--- config.mk ---
export PLATFORM = sky130hd
export DESIGN_NAME = decodeStage
export DESIGN_NICKNAME = d
export VERILOG_FILES = /design/src/verilog/cpuPkg.sv /design/src/verilog/decodeStage.sv
export SDC_FILE = /design/constraint.sdc
export NUM_CORES = 2
export LEC_CHECK = 0
export BUFFER_PORTS_ARGS = -buffer_cell sky130_fd_sc_hd__buf_2
export CAP_MARGIN = 20
export CORE_MARGIN = 2
export CORE_UTILIZATION = 25
export CTS_BUF_LIST = sky130_fd_sc_hd__clkbuf_8
export DETAILED_ROUTE_END_ITERATION = 10
export MAX_ROUTING_LAYER = met4
export SLEW_MARGIN = 5
export SYNTH_ARGS = -nofsm -noshare
export SYNTH_HDL_FRONTEND = slang
export SYNTH_SLANG_ARGS = --single-unit
--- constraint.sdc ---
create_clock -name clk -period 7.41 [get_ports clk]
set_clock_uncertainty 0.15 [all_clocks]
set_input_delay 1.8525 -clock clk [delete_from_list [all_inputs] [get_ports clk]]
set_output_delay 1.8525 -clock clk [all_outputs]
set_load 0.1 [all_outputs]
--- src/verilog/cpuPkg.sv ---
`default_nettype none

package cpuPkg;

  // datapath sizes
  localparam int dataBits = 32;
  localparam int regNoBits = 6;
  localparam int regWords = 1 << regNoBits;
  localparam int immBits = 14;
  localparam logic [dataBits-1:0] instSize = 32'd4;
  localparam logic [dataBits-1:0] startPc = 32'h100;

  // byte address bits per memory, word index drops the low two bits
  localparam int imemAddrBits = 12;
  localparam int dmemAddrBits = 12;
  localparam int imemIdxBits = imemAddrBits - 2;
  localparam int dmemIdxBits = dmemAddrBits - 2;
  localparam int imemWords = 1 << imemIdxBits;
  localparam int dmemWords = 1 << dmemIdxBits;

  // memory-mapped devices
  localparam logic [dataBits-1:0] addrHex = 32'hFFFFF000;
  localparam logic [dataBits-1:0] addrLedr = 32'hFFFFF020;
  localparam logic [dataBits-1:0] addrSw = 32'hFFFFF090;
  localparam int hexBits = 24;
  localparam int ledrBits = 10;
  localparam int swBits = 10;
  localparam logic [hexBits-1:0] hexResetVal = 24'h123456;

  // primary opcode, instruction bits 31:26
  typedef enum logic [5:0] {
    opAlur = 6'b000000,
    opBeq  = 6'b001000,
    opBlt  = 6'b001001,
    opBle  = 6'b001010,
    opBne  = 6'b001011,
    opJal  = 6'b001100,
    opLw   = 6'b010010,
    opSw   = 6'b011010,
    opAddi = 6'b100000,
    opAndi = 6'b100100,
    opOri  = 6'b100101,
    opXori = 6'b100110
  } opcode1T;

  // secondary opcode, shares encodings with the primary ones
  typedef enum logic [5:0] {
    aluNop  = 6'b000000,
    aluEq   = 6'b001000,
    aluLt   = 6'b001001,
    aluLe   = 6'b001010,
    aluNe   = 6'b001011,
    aluJalr = 6'b001100,
    aluAdd  = 6'b100000,
    aluAnd  = 6'b100100,
    aluOr   = 6'b100101,
    aluXor  = 6'b100110,
    aluSub  = 6'b101000,
    aluNand = 6'b101100,
    aluNor  = 6'b101101,
    aluNxor = 6'b101110
  } aluFuncT;

  typedef struct packed {
    logic [dataBits-1:0] pcPlus;
    logic [dataBits-1:0] inst;
  } fetchToDecodeT;

  typedef struct packed {
    logic [dataBits-1:0] pcPlus;
    logic [dataBits-1:0] regVal1;
    logic [dataBits-1:0] regVal2;
    logic [dataBits-1:0] off;
    aluFuncT aluFunc;
    logic aluImm;
    logic isBranch;
    logic isJump;
    logic wrMem;
    logic selAluOut;
    logic selMemOut;
    logic selPcPlus;
    logic wrReg;
    logic [regNoBits-1:0] wRegNo;
  } decodeToExecT;

  typedef struct packed {
    logic [dataBits-1:0] pcPlus;
    logic [dataBits-1:0] aluOut;
    logic [dataBits-1:0] brTarg;
    logic [dataBits-1:0] jmpTarg;
    logic [dataBits-1:0] storeVal;
    logic doBranch;
    logic isJump;
    logic wrMem;
    logic selAluOut;
    logic selMemOut;
    logic selPcPlus;
    logic wrReg;
    logic [regNoBits-1:0] wRegNo;
  } execToMemT;

  typedef struct packed {
    logic wrReg;
    logic [regNoBits-1:0] wRegNo;
    logic [dataBits-1:0] wRegVal;
  } memToWbT;

endpackage

`default_nettype wire

--- src/verilog/decodeStage.sv ---
`timescale 1ns/10ps
`default_nettype none

module decodeStage import cpuPkg::*; (
  input  logic clk,
  input  logic reset,
  input  fetchToDecodeT fetchIn,
  output logic stall,
  input  logic redirect,
  input  execToMemT memIn,
  input  memToWbT wbIn,
  output decodeToExecT decodeOut
);

  opcode1T op1;
  aluFuncT op2;
  logic [regNoBits-1:0] rs;
  logic [regNoBits-1:0] rt;
  logic [regNoBits-1:0] rd;
  logic [immBits-1:0] rawImm;
  logic [dataBits-1:0] regs [regWords];
  logic hitExec;
  logic hitMem;
  logic hitWb;
  decodeToExecT dec;

  // instruction fields
  assign op1 = opcode1T'(fetchIn.inst[31:26]);
  assign rs = fetchIn.inst[25:20];
  assign rt = fetchIn.inst[19:14];
  assign rd = fetchIn.inst[13:8];
  assign op2 = aluFuncT'(fetchIn.inst[5:0]);
  assign rawImm = fetchIn.inst[immBits-1:0];

  // register file, written at the end of writeback
  always_ff @(posedge clk) begin
    if (wbIn.wrReg) begin
      regs[wbIn.wRegNo] <= wbIn.wRegVal;
    end
  end

  always_comb begin
    dec = '0;
    dec.pcPlus = fetchIn.pcPlus;
    dec.regVal1 = regs[rs];
    dec.regVal2 = regs[rt];
    dec.off = {{(dataBits-immBits){rawImm[immBits-1]}}, rawImm};
    case (op1)
      opAlur: begin
        case (op2)
          aluEq, aluLt, aluLe, aluNe, aluAdd, aluAnd, aluOr, aluXor,
          aluSub, aluNand, aluNor, aluNxor: begin
            dec.aluFunc = op2;
            dec.selAluOut = 1'b1;
            dec.wRegNo = rd;
            dec.wrReg = 1'b1;
          end
          // jalr through alur is not implemented here
          aluNop, aluJalr: ;
          default: ;
        endcase
      end
      opAddi, opAndi, opOri, opXori: begin
        dec.aluImm = 1'b1;
        case (op1)
          opAddi: dec.aluFunc = aluAdd;
          opAndi: dec.aluFunc = aluAnd;
          opOri: dec.aluFunc = aluOr;
          default: dec.aluFunc = aluXor;
        endcase
        dec.selAluOut = 1'b1;
        dec.wRegNo = rt;
        dec.wrReg = 1'b1;
      end
      opBeq, opBlt, opBle, opBne: begin
        case (op1)
          opBeq: dec.aluFunc = aluEq;
          opBlt: dec.aluFunc = aluLt;
          opBle: dec.aluFunc = aluLe;
          default: dec.aluFunc = aluNe;
        endcase
        dec.isBranch = 1'b1;
      end
      opJal: begin
        // link value is the return address
        dec.isJump = 1'b1;
        dec.selPcPlus = 1'b1;
        dec.wRegNo = rt;
        dec.wrReg = 1'b1;
      end
      opLw: begin
        dec.aluImm = 1'b1;
        dec.aluFunc = aluAdd;
        dec.selMemOut = 1'b1;
        dec.wRegNo = rt;
        dec.wrReg = 1'b1;
      end
      opSw: begin
        dec.aluImm = 1'b1;
        dec.aluFunc = aluAdd;
        dec.wrMem = 1'b1;
      end
      // undefined opcodes fall through as nop
      default: ;
    endcase
  end

  // hold while any older writer targets a source register
  assign hitExec = decodeOut.wrReg && (decodeOut.wRegNo == rs || decodeOut.wRegNo == rt);
  assign hitMem = memIn.wrReg && (memIn.wRegNo == rs || memIn.wRegNo == rt);
  assign hitWb = wbIn.wrReg && (wbIn.wRegNo == rs || wbIn.wRegNo == rt);
  assign stall = hitExec || hitMem || hitWb;

  always_ff @(posedge clk or posedge reset) begin
    if (reset) begin
      decodeOut <= '0;
    end else if (redirect || stall) begin
      decodeOut <= '0;
    end else begin
      decodeOut <= dec;
    end
  end

  // a store never also writes a register
  noStoreAndWrite: assert property (@(posedge clk) disable iff (reset)
    decodeOut.wrMem |-> !decodeOut.wrReg)
    else $error("instruction both stores and writes a register");

endmodule

`default_nettype wire

# Yosys cells after proc, flatten, opt, wreduce, memory -nomap -nowiden
# Memory sizes are Yosys's and may differ from the RTL's.
# Index checks and enable logic that the tools add are counted.
[word_totals] ff_bits=148 ramBits=2048 input_bits=279 out_inout_bits=149 wordCells=76 memories=1
[mem_list] name="regs" depth=64 width=32 read_ports=2 rd_clocked_by_memory_dff=0 write_ports=1 line_no="decodeStage.sv:21" source="logic [dataBits-1:0] regs [regWords];"
[classes] n_eq_ne=29 mux=16 reduce_logical=16
[ops] operator="$mux 148" count=1
[ops] operator="$eq 6x6->1 const B" count=12
[ops] operator="$eq 6x4->1 const B" count=9
[ops] operator="$eq 6x6->1" count=6
[ops] operator="$pmux 6 s4" count=1
[ops] operator="$pmux 7 s2" count=1
[ops] operator="$eq 6x5->1 const B" count=2
[ops] operator="$reduce_or 12->1" count=1
[ops] operator="$reduce_or 6->1" count=2
[ops] operator="$pmux 3 s3" count=1
[ops] operator="$mux 1" count=8
[ops] operator="$reduce_or 4->1" count=2
[ops] operator="$mux 7" count=1
[ops] operator="$logic_not 6->1" count=1
[ops] operator="$logic_or 1x1->1" count=6
[ops] operator="$mux 6" count=1
[ops] operator="$pmux 2 s3" count=1
[ops] operator="$logic_and 1x1->1" count=3
[ops] operator="$pmux 1 s2" count=1
[ops] operator="$reduce_or 2->1" count=1

# Longest topological paths before layout
[logic_depth] depth_word=7 ltp_mapped=11 depth_no_buf=6

# Worst setup path after synthesis
# OpenSTA, ideal clock, no wires.
[synth_timing] path_kind="in2reg" startpoint="input wbIn[36] (netlist name)" endpoint="memory regs[48][0] (enable)" setup_ns=0.461 arrival_time_ns=4.829 t_required_ns=6.799 setup_slack_ns=1.970 path_stages=4 path_buffers=1 cell_sequence="clkbuf_1 -> nand3_1 -> or3_1 -> nor3_1"
[synth_rtl] element="start, declared" line_no="decodeStage.sv:11" source="input memToWbT wbIn,"
[synth_rtl] element="end, declared" line_no="decodeStage.sv:21"
# Straight into the memory's write port.

# Worst setup path after layout
[layout_timing] startpoint="input fetchIn[20] (netlist name)" endpoint="output stall"
[layout_between] elab_chain_cells=5 elab_cells_between_ends=11
[layout_lines] element="start, declared" line_no="decodeStage.sv:7" source="input fetchToDecodeT fetchIn,"
[layout_lines] element="$eq 6x6->1 (on tied branches)" line_no="decodeStage.sv:109, decodeStage.sv:110"
[layout_lines] element="$logic_or 1x1->1 (on tied branches)" line_no="decodeStage.sv:109, decodeStage.sv:110"
[layout_lines] element="$logic_and 1x1->1 (on tied branches)" line_no="decodeStage.sv:109, decodeStage.sv:110"
[layout_lines] element="$logic_or 1x1->1" line_no="decodeStage.sv:112" source="assign stall = hitExec || hitMem || hitWb;"
[layout_lines] element="$logic_or 1x1->1 (*)" line_no="decodeStage.sv:112"
[layout_lines] element="end, declared" line_no="decodeStage.sv:8" source="output logic stall,"
# Mark *: on every way between the ends. The rest lies on a longest branch, timed or not.

==> results.yml <==
global_route:
  grt_max_degree: 98
  grt_pass1_vias: 63500
  grt_pass1_wl_um: 521000
  grt_overflow: 0
  grtUsageTotal_pct: 18.7
  antenna_found_initial: 47
worst_setup_path:
  startpoint: "fetchIn[20]"
  r2r_cells: 7
  crit_family: "buffers and inverters"
  slowest_delay_ns: 0.57
  crit_chain: "buf_8, xor2_1, nor4_1, nor2_1, nand2_1, buf_2"
  endpoint: "stall"
  critical_path_class: "in2out"
  r2r_setup_slack_ns: 3.83
  critPathArrivalTime_ns: 3.59
  endpoint_kind: "primary output"
  critical_path_required_ns: 5.41
  timing.rr.start: "decodeOut[2]$_DFF_PP0_"
  cp_num_buf_inv: 2
  path_max_fanout: 69
  reg2reg_to: "decodeOut[58]$_DFF_PP0_"
  path_depth: 6
  crit_path_start_kind: "input port"
  slowest_stage: "buf_8"
cells_and_area:
  post-route-util_pct: 28.9
  fillers: 39700
  drive_above_1_share_pct: 33.4
  area_delta_synth_final_pct: 15.4
  layout.nets: 6145
  register_area_um2: 64700
  multiInputGateArea_um2: 33500
placed_design:
  port_buffers: 261
  pre_cts_slack_ns: 1.40
  hpwlAfterDp_um: 230000
  gp_congestion: 0.875
synth:
  ys_warn_count: 0
  ys_ff_latch: 2177
  dominantRegCellSynth: "edfxtp_1"
  synth_cells: 5433
  synth_nets: 5712
  synth-edff-count: 2048
  syn_area_per_cell_um2: 18.6
  synth_area_um2: 101000
  async_flop_share_pct: 5.93
  ys_types: 79
  ys_seq_area_share_pct: 64.2
route:
  drt-initial-drc-count: 10000
  post_drt_wl_per_cell_um: 33.4
  dr.pass1.iters: 8
  drc: 0
  drt_wl_total_um: 385000
  final_antenna_net_count: 0
  vias_per_cell: 5.54
  routed-via-count: 63800
sta:
  setup_ws_ns: 1.82
  tightest_slew_ns: 1.38
  fmax_mhz: 179
  final_hold_viol_count: 0
  slew_headroom_pct: 7.82
  tns_ns: 0
  rsz0062_at_grt: "no"
  slew_viol_final: 0
  finalCritPeriodShare_pct: 75.4
  period_minus_slack_ns: 5.59
  setup_violations: 0
job:
  maxCapViolCount: 0
clocking:
  cts_buffers: 369
  clk_pin_slew_ns: 0.06
  cts_hold_buf: 0
  cts.sinks: 2177
  clockBufferDepth: 4
  cts-resized-gates: 0
  cts_htree_levels: 5
  root_buffer: "clkbuf_8"
  post-cts-setup-buffers: 0
  clk_latency_ns: 1.10
  cts_tree: "built"
die:
  ios: 428
  rows: 233
  core_area_um2: 402000
  die_h_um: 639
  initial_core_util_pct: 25.1
  die-area_um2: 409000
  die_width_um: 639
power:
  comb_power_share_pct: 10.5
  internal-power_mw: 20.0
  pwr-share-seq_pct: 50.0
  p_per_area_nw_per_um2: 235
  clockPowerShare_pct: 39.4
  ir_drop_uv: 124
  p_leak_nw: 37.9
  swShare_pct: 27.0
  power.switching_mw: 7.36
run_status:
  outcome: "complete, no violations"
hold_path:
  hp-class: "in2async"
==> per-layer routing <==
layer	global-route usage, %	vias to the layer above	routed length [µm]
met3	4.50	1141	44400
met4	10.3	0	24300
li1	-	24000	-
met2	28.7	4916	177000
met5	-	-	0
met1	22.7	33700	139000
==> cell families (layout without fill, tap and decap cells) <==
kind of cell    Yosys count  count (layout)  share of synthesized area (%)
mux                    1270            1270                           23.5
other cells               1              45                        0.00372
xor+xnor                 36              36                          0.312
fa+ha+maj                 2               2                         0.0198
compound gates          784             784                           5.67
buf+inv                 509            1251                           3.25
flops                  2177            2177                           64.2
simple gates            654             654                           3.07
==> layout by cell type (no fill, tap or decap), drive strengths merged, types with 11 or more instances in the layout <==
cell / instances
o22ai: 50
mux2: 38
and3: 20
inv: 166
a21oi: 97
mux2i: 356
a221o: 61
dfrtp: 129
nand3: 44
xor2: 18
bufinv: 18
nand2: 167
nand2b: 19
nor2: 246
nor2b: 20
buf: 513
nor4: 29
clkinv: 164
and2: 13
nor3: 58
xnor2: 18
o31a: 12
a2111oi: 14
diode: 44
a2bb2oi: 14
mux4: 876
o31ai: 11
o21a: 18
a22oi: 84
o21ai: 169
a211oi: 28
a221oi: 146
edfxtp: 2048
clkbuf: 381
o211ai: 17
==> synthesized netlist by cell type, drive strengths merged, types with 5 or more instances <==
library cell  instances  area share, %
edfxtp             2048             61
mux4                876             20
mux2i               356            3.5
buf                 331            2.5
nor2                246           0.92
o21ai               169           0.84
nand2               167           0.62
a221oi              146            1.3
dfrtp               129            3.2
clkbuf              118           0.48
a21oi                97           0.48
a22oi                84           0.62
a221o                61           0.61
inv                  58           0.22
nor3                 58           0.29
o22ai                50           0.31
nand3                44           0.22
mux2                 38           0.42
nor4                 29           0.25
a211oi               28           0.21
and3                 20           0.12
nor2b                20           0.12
nand2b               19           0.12
o21a                 18           0.13
xnor2                18           0.16
xor2                 18           0.16
o211ai               17           0.13
a2111oi              14           0.16
a2bb2oi              14           0.12
and2                 13          0.081
o31a                 12           0.10
o31ai                11          0.082
o221ai                9          0.078
a31oi                 8          0.050
a21o                  7          0.052
nand4                 7          0.043
a311oi                6          0.052
a32o                  6          0.060
a21boi                5          0.037
a32oi                 5          0.043
and4b                 5          0.050
and4bb                5          0.062
nand3b                5          0.037
o41ai                 5          0.043
or2                   5          0.031
==> state kept, by name, summed over array words and instances (netlist names) <==
name	flops
decodeOut	129
regs	2048
==> final cells by class <==
cell class                 count  area share (%)
antenna                       44          0.0946
tap                         5287            5.68
clock buffer                 381            4.51
sequential                  2177            55.6
timing repair buffer         513            3.47
clock inverter               299            1.66
multi-input combinational   2747            28.8
inverter                      58           0.203
==> how the worst min path moves through the flow <==
stage | startpoint | endpoint | depth (start not counted)
finish | reset | decodeOut[27]$_DFF_PP0_ | 2
floorplan | regs[32][24]$_DFFE_PP_ | decodeOut[108]$_DFF_PP0_ | 4
global route | reset | decodeOut[116]$_DFF_PP0_ | 2
global placement | regs[56][4]$_DFFE_PP_ | decodeOut[88]$_DFF_PP0_ | 5
CTS | reset | decodeOut[101]$_DFF_PP0_ | 2
detailed placement | regs[38][30]$_DFFE_PP_ | decodeOut[82]$_DFF_PP0_ | 4
==> power groups by stage <==
stage,Sequential (mW),Clock (mW),Combinational [mW]
after floorplan,14.3,0,1.44
after global placement,13.9,0,2.80
after detailed placement,13.9,0,2.83
after CTS,13.7,10.9,2.83
after global routing,13.7,11.4,2.96
final,13.7,10.8,2.88
==> stage by stage <==
step	hold WS, ns	std cells	power [mW]	instance area, µm²
2_1_floorplan	0.572	5433	15.7	101000
3_3_place_gp	0.782	10800	16.7	108000
3_5_place_dp	0.798	10800	16.8	109000
4_1_cts	0.681	11400	27.4	116000
5_1_grt	0.739	11500	28.0	116000
6_report	0.748	11500	27.3	116000
No activity file was read; power rests on OpenSTA's default activity.
